[config.mk]
export PLATFORM = sky130hd
export DESIGN_NAME = steady_bypass
export DESIGN_NICKNAME = d
export VERILOG_FILES = /design/src/design/kernel_pkg.sv /design/src/design/steady_bypass.sv
export VERILOG_INCLUDE_DIRS = /design/src /design/src/design
export SDC_FILE = /design/constraint.sdc
export NUM_CORES = 1
export LEC_CHECK = 0
export BUFFER_PORTS_ARGS = -buffer_cell sky130_fd_sc_hd__buf_2
export CORE_AREA = 2 2 174 176
export DETAILED_ROUTE_END_ITERATION = 6
export DIE_AREA = 0 0 176 178
export SLEW_MARGIN = 20
export SYNTH_ARGS = -nofsm -noshare
export SYNTH_HDL_FRONTEND = slang
export SYNTH_SLANG_ARGS = --single-unit
[constraint.sdc]
create_clock -name clk -period 1.3 [get_ports clk]
set_input_delay 0.39 -clock clk [delete_from_list [all_inputs] [get_ports clk]]
set_output_delay 0.39 -clock clk [all_outputs]
set_load 0.005 [all_outputs]
[src/design/kernel_cfg.svh]
`ifndef KERNEL_CFG_SVH
`define KERNEL_CFG_SVH

// stream beat width in bits
`define PHIT_W 128

// float-width lanes per phit
`define LANES 4
`define LANE_W 32

// coefficient vectors held in the bank, 4-bit address
`define COEF_DEPTH 16

// entries per buffer FIFO, input side and output side alike
`define FIFO_DEPTH 16

`endif

[src/design/kernel_pkg.sv]
`default_nettype none

`include "kernel_cfg.svh"

package kernel_pkg;

    // one stream beat and its byte keep
    typedef logic [`PHIT_W-1:0]   phit_t;
    typedef logic [`PHIT_W/8-1:0] keep_t;

    // one valid bit per 32-bit lane
    typedef logic [`LANES-1:0] lane_mask_t;

    typedef logic [$clog2(`COEF_DEPTH)-1:0] coef_addr_t;

    // steady-state controller
    typedef enum logic {
        STEADY_OFF = 1'b0,
        STEADY_ON  = 1'b1
    } steady_t;

endpackage

`default_nettype wire

[src/design/steady_bypass.sv]
`timescale 1ns/1ps
`default_nettype none

module steady_bypass (
    input  wire logic              clk,
    input  wire logic              rst,
    input  wire logic              i_done_loader,
    input  wire logic              i_ap_done,
    output logic                   o_steady,
    // raw stream for passthrough
    input  wire kernel_pkg::phit_t i_tdata,
    input  wire kernel_pkg::keep_t i_tkeep,
    input  wire logic              i_tvalid,
    input  wire logic              i_tlast,
    input  wire logic              i_tready_out,
    // processed stream and buffer ready
    input  wire kernel_pkg::phit_t i_proc_tdata,
    input  wire kernel_pkg::keep_t i_proc_tkeep,
    input  wire logic              i_proc_tvalid,
    input  wire logic              i_proc_tlast,
    input  wire logic              i_proc_tready,
    // selected output
    output kernel_pkg::phit_t      o_tdata,
    output kernel_pkg::keep_t      o_tkeep,
    output logic                   o_tvalid,
    output logic                   o_tlast,
    output logic                   o_tready_in
);

    import kernel_pkg::*;

    steady_t state;
    steady_t state_next;

    always_ff @(posedge clk) begin
        if (rst) begin
            state <= STEADY_OFF;
        end else begin
            state <= state_next;
        end
    end

    always_comb begin
        case (state)
            STEADY_OFF: state_next = i_done_loader ? STEADY_ON : STEADY_OFF;
            STEADY_ON:  state_next = i_ap_done ? STEADY_OFF : STEADY_ON;
            default:    state_next = STEADY_OFF;
        endcase
    end

    assign o_steady = (state == STEADY_ON);

    // passthrough is combinational, no added delay
    assign o_tdata     = o_steady ? i_proc_tdata : i_tdata;
    assign o_tkeep     = o_steady ? i_proc_tkeep : i_tkeep;
    assign o_tvalid    = o_steady ? i_proc_tvalid : i_tvalid;
    assign o_tlast     = o_steady ? i_proc_tlast : i_tlast;
    assign o_tready_in = o_steady ? i_proc_tready : i_tready_out;

endmodule

`default_nettype wire

Word-level counts from Yosys, hierarchy flattened
Index checks and enable logic that the tools add are counted.
{"block": "classes", "bitwise": 1, "muxes": 8}
{"op": "$mux 128", "n": 1}
{"op": "$mux 16", "n": 1}
{"op": "$mux 1", "n": 5}
{"op": "$pmux 1 s2", "n": 1}
{"op": "$not 1->1", "n": 1}
{"block": "totals", "output_inout_bits": 148, "register_bits": 1, "in_bits": 298, "word_cells": 10}

Logic depth before layout (Yosys ltp)
Gate-level depths: netlist of the first run.
{"block": "logic_depth", "depth_word": 2, "mapped_depth": 4, "mapped_depth_nobuf": 2}

Least setup slack after synthesis of the first run
OpenSTA, ideal clock, no wires.
{"block": "synth_path", "kind": "reg2out", "startpoint": "register state (netlist: o_steady)", "endpoint": "output o_tdata[100]", "path_slack_ns": -0.168, "arrival_ns": 1.078, "path_stages_with_launch": 5, "required_ns": 0.910, "n_path_buf": 3, "cell_sequence": "dfxtp_1 buf_6 buf_6 buf_6 mux2_4"}
{"block": "synth_via", "elab_chain_len": 1}
{"item": "start: declaration", "line": "steady_bypass.sv:32", "rtl": "steady_t state;"}
{"item": "start signal: assignment", "line": "steady_bypass.sv:39", "rtl": "state <= state_next;"}
{"item": "$mux 128", "line": "steady_bypass.sv:54", "rtl": "assign o_tdata = o_steady ? i_proc_tdata : i_tdata;"}
{"item": "end: declaration", "line": "steady_bypass.sv:23", "rtl": "output kernel_pkg::phit_t o_tdata,"}
Every way passes these cells.

Worst setup path in the final report of the first run
Same ends and word-level chain as after synthesis.

==> results of run 1 <==
power by group through the flow:
stage	combinational, mW	sequential, mW	clock [mW]
finish	2.19	0.0371	0
global route	2.34	0.0380	0
CTS	2.17	0.0373	0
detailed placement	1.91	0.0373	0
global placement	1.90	0.0374	0
floorplan	0.970	0.0358	0
final timing paths:
| check | start | end | slack [ns] | cells past startpoint |
|---|---|---|---|---|
| max | o_steady | o_tdata[100] | -0.25 | 4 |
| min | rst | o_steady | 0.58 | 2 |
| max reg2reg | o_steady | o_steady | 0.38 | 3 |
| min reg2reg | o_steady | o_steady | 0.70 | 3 |
Yosys cell counts:
master    number
mux2_4       110
buf_2          3
nand2b_1       2
buf_6         14
mux2_2        37
dfxtp_1        1
a21oi_1        1
metal layers:
layer  up-vias  global-route usage (%)  wire (um)
met3         0                  0.7886       1158
met2       250                   15.53       7618
met1      1406                   7.395       4446
li1       1552                       -          -
met4         0                       0          0
met5         -                       0          0
cell families after synthesis:
group                  Yosys count  synth area share [%]
muxes                          147                 90.77
AOI/OAI and AO/OA                1                0.2194
and+or+nand+nor                  2                0.5491
DFF                              1                0.8787
buffers and inverters           17                 7.578
stage by stage:
step / std cells / utilization (%) / setup TNS (ns) / instance area [sq um] / hold WS [ns]
global placement: 1009 / 17.38 / -32.70 / 5110 / 0.5975
global route: 1015 / 19.12 / -35.85 / 5622 / 0.6102
finish: 1015 / 19.12 / -30.09 / 5622 / 0.5836
floorplan: 168 / - / -16.37 / 2380 / 0.4517
CTS: 1015 / 18.89 / -31.97 / 5555 / 0.6096
detailed placement: 1009 / 17.38 / -33.04 / 5110 / 0.6084
cell type report:
cell class,count,area [sq um]
Timing Repair Buffer,474,3024
Tap cell,390,488.0
Sequential cell,1,23.77
Fill cell,3264,23780
Multi-Input combinational cell,150,2086
worst reg2reg max path, stage by stage (launching register included):
cell and delay [ns]:
dfxtp_4 0.34, buf_12 0.15, nand2b_1 0.15, a21oi_1 0.18
timing repair:
item / CTS / global route
gates cloned: 1 / 0
setup endpoints to repair: 147 / 147
gates resized for setup: 63 / 11
buffers inserted: 5 / 0
pin swaps: 0 / 0
==> out/results.ini, run 1 <==
[run_status]
status = complete, but fails checks
violations = negative setup slack

[die]
dieArea_sq_mm = 0.03133
core_area_sq_mm = 0.02940
die_w_um = 176
rows = 63
start_util_pct = 7.749
io-pin-count = 446
die_y_um = 178

[placed_design]
dpl.hpwl_um = 11850
place_ws_ns = -0.2776
routabilityCongestion = 0.8404
portBuffers = 445

[power]
pwr-share-seq_pct = 1.7
vdd_drop_max_mv = 0.2292
swShare_pct = 32.39
pwr-share-clk_pct = 0
intPower_mw = 1.507
leakage_nw = 3.059
comb_power_share_pct = 98.3
p_total_mw = 2.229
p_switching_uw = 722.2
power_density_mw_per_mm2 = 396.6

[setup_path]
cp-end-kind = primary output
worstPathCellList = buf_12 > buf_16 > mux2_4 > buf_6
slowest_stage = dfxtp_4
cpPeakStageDelay_ns = 0.35
arrival_ns = 1.16
crit_family = buffers and inverters
critical_path_class = flip-flop to primary output
critPathBufInv = 3
critPathLaunchType = flip-flop
cp_max_fo = 16
cp.required_ns = 0.91

[sta]
fmax_mhz = 644.3
period_share_pct = 119.4
slew_viol_final = 0
tightest_slew_ns = 0.1705
setup_ws_ns = -0.2521
fin_skew_ns = 0
finalHoldViolations = 0
fin_crit_ns = 1.552
setup_viol_count_final = 147
grt_setup_unrepaired = true
max-slew-margin-rel_pct = 88.63

[layout]
largest_register_ffs = 1
nets = 925
final_common_cell = buf_2
drive_above_1_share_pct = 99.52
n_antenna_cell = 0
syn_to_final_growth_pct = 146.7
most-common-layout-cells = buf_2 (378), mux2_4 (110), buf_6 (69)

[global_route]
grt_use_total_pct = 7.057
grt_max_degree = 17
grt_pass1_vias = 3167
grt_pass1_wl_um = 17220
grt_overflow = 0
grt_antenna_before_repair = 0

[route]
wire_per_inst_um = 13.03
viasPerCell = 3.161
drc = 0
antenna_left = 0
wl_um = 13220
drt_first_pass_iters = 4
via_count = 3208
drtIter0Drc = 48

[yosys]
synth_cell_types = 7
ys.warnings.count = 0
ys_top_cells_by_area = mux2_4 (72%), mux2_2 (18%), buf_6 (6.9%), dfxtp_1 (0.88%), buf_2 (0.66%)
ys_seq_area_share_pct = 0.8786
syn_avg_cell_area_sq_um = 13.56
yosys.area.top_type = mux2_4
yosysTopAreaCellShare_pct = 72.49
synth_nets = 466
syn_inst = 168
netlist_area_sq_mm = 0.002278
synth_seq_cells = 1

[cts]
clk_latency_ns = 0
postCtsHoldBufs = 0
cts.clk_slew.worst_paths_ns = 0

[flow_run]
drv_cap = 0

[min_path]
worstHoldPathType = input port to flip-flop

Note: power is estimated with default switching activity, not from simulation.
==> run 2, diff against run 1 <==
- CORE_AREA: 2 2 174 176 -> 2 2 173 175
- DIE_AREA: 0 0 176 178 -> 0 0 175 177
- clock period: 1.3 -> 1.7 ns (I/O delays scaled with it)
==> out/results.ini, run 2 (same netlist as run 1, synthesis figures left out) <==
[run_status]
status = completed

[setup_path]
cpPeakStageDelay_ns = 0.38
critPathLaunchType = flip-flop
slowest_stage = dfxtp_4
critical_path_class = flip-flop to primary output
timing.rr.end = o_steady
worstPathCellList = buf_12 > clkbuf_16 > mux2_4 > buf_6
cp.required_ns = 1.19
r2r_start = o_steady
setup.worst_path.end = o_tdata[103]
crit_start = o_steady
reg2reg_depth = 3
arrival_ns = 1.19
cp-end-kind = primary output
cp_max_fo = 18
reg2reg_slack_ns = 0.80

[global_route]
grt_overflow = 0
grt_pass1_vias = 3015
grt_pass1_wl_um = 17210
grt_use_total_pct = 7.172
grt_antenna_before_repair = 2
grt_max_degree = 33

[route]
via_count = 3266
drtIter0Drc = 31
wl_um = 13420
viasPerCell = 3.208
drc = 0
wire_per_inst_um = 13.18
antenna_left = 0
drt_first_pass_iters = 4

[placed_design]
dpl.hpwl_um = 12370
dp_cells = 1009
routabilityCongestion = 0.8357
portBuffers = 445
place_ws_ns = -0.03574

[sta]
setup_viol_count_final = 0
finalHoldViolations = 0
fin_crit_ns = 1.697
fin_tns_setup_ns = 0
setup_ws_ns = 0.003201
period_share_pct = 99.81
fin_skew_ns = 0
tightest_slew_ns = 0.1411
max-slew-margin-rel_pct = 90.59
fmax_mhz = 589.3
grt_setup_unrepaired = true
slew_viol_final = 0
holdWs_ns = 0.6744

[min_path]
worstHoldPathType = input port to flip-flop
worstHoldPathCells = 2

[power]
leakage_nw = 3.010
comb_power_share_pct = 98.1
power_density_mw_per_mm2 = 296.1
vdd_drop_max_mv = 0.1167
p_total_mw = 1.598
intPower_mw = 1.065
p_switching_uw = 533.4
pwr-share-clk_pct = 0
swShare_pct = 33.37
pwr-share-seq_pct = 1.9

[layout]
final_common_cell = buf_2
largest_register_ffs = 1
syn_to_final_growth_pct = 136.9
nets = 927
most-common-layout-cells = buf_2 (415), mux2_4 (118), buf_6 (34)
drive_above_1_share_pct = 99.52
final_cells = 1018

[die]
start_util_pct = 7.791
die_w_um = 175
dieArea_sq_mm = 0.03098
core_area_sq_mm = 0.02924
rows = 63
io-pin-count = 446
die_y_um = 177

[cts]
postCtsHoldBufs = 0
clk_latency_ns = 0
cts.clk_slew.worst_paths_ns = 0

[flow_run]
drv_cap = 0

## run 2: changes by cell type in the layout (fill, tap and decap cells not counted)
cell	change
buf_12	-5
buf_16	-1
buf_2	+37
buf_6	-35
mux2_4	+8
buf_4	+4
diode_2	+1
clkbuf_16	+2
mux2_2	-8
## run 2: cell type report
cell class,instances,area [sq um]
repair buffers,476,2768
fillers,3248,23850
multi-input cells,150,2116
flip-flops and latches,1,23.77
well taps,390,488.0
diodes,1,2.502
## run 2: power groups by stage
stage | Clock, mW | Sequential, mW | Combinational, mW
after floorplan | 0 | 0.0270 | 0.698
after global placement | 0 | 0.0280 | 1.43
after detailed placement | 0 | 0.0283 | 1.45
after CTS | 0 | 0.0283 | 1.51
after global routing | 0 | 0.0308 | 1.67
final | 0.0000000787 | 0.0300 | 1.57
## run 2: repair_timing
action	4_1_cts	5_1_grt
cloned	0	2
buffers inserted	0	6
endpoints found under the setup margin	60	91
gates resized for setup	24	20
## run 2: metrics by stage
step | util (%) | cell area [sq um]
finish | 18.46 | 5398
global route | 18.45 | 5395
CTS | 17.77 | 5197
detailed placement | 17.30 | 5060
global placement | 17.30 | 5060
floorplan | - | 2278
## run 2: worst max-delay path: cells and delay by family, from the launching register on
family	cells	cell delay, ns
buffers and inverters	3	0.47
flip-flops	1	0.38
multiplexers	1	0.30
## run 2: layer usage
| layer | GRT usage [%] | wire, um |
|---|---|---|
| met3 | 1.439 | 1344 |
| met4 | 0 | 17 |
| met2 | 15.10 | 7454 |
| met1 | 7.649 | 4591 |
| met5 | 0 | 13 |
## run 2: worst min-delay path by stage
stage | startpoint | end | slack [ns]
6_report | rst | o_steady | 0.67
5_1_grt | rst | o_steady | 0.70
4_1_cts | rst | o_steady | 0.67
3_5_place_dp | rst | o_steady | 0.67
3_3_place_gp | rst | o_steady | 0.66
2_1_floorplan | rst | o_steady | 0.58
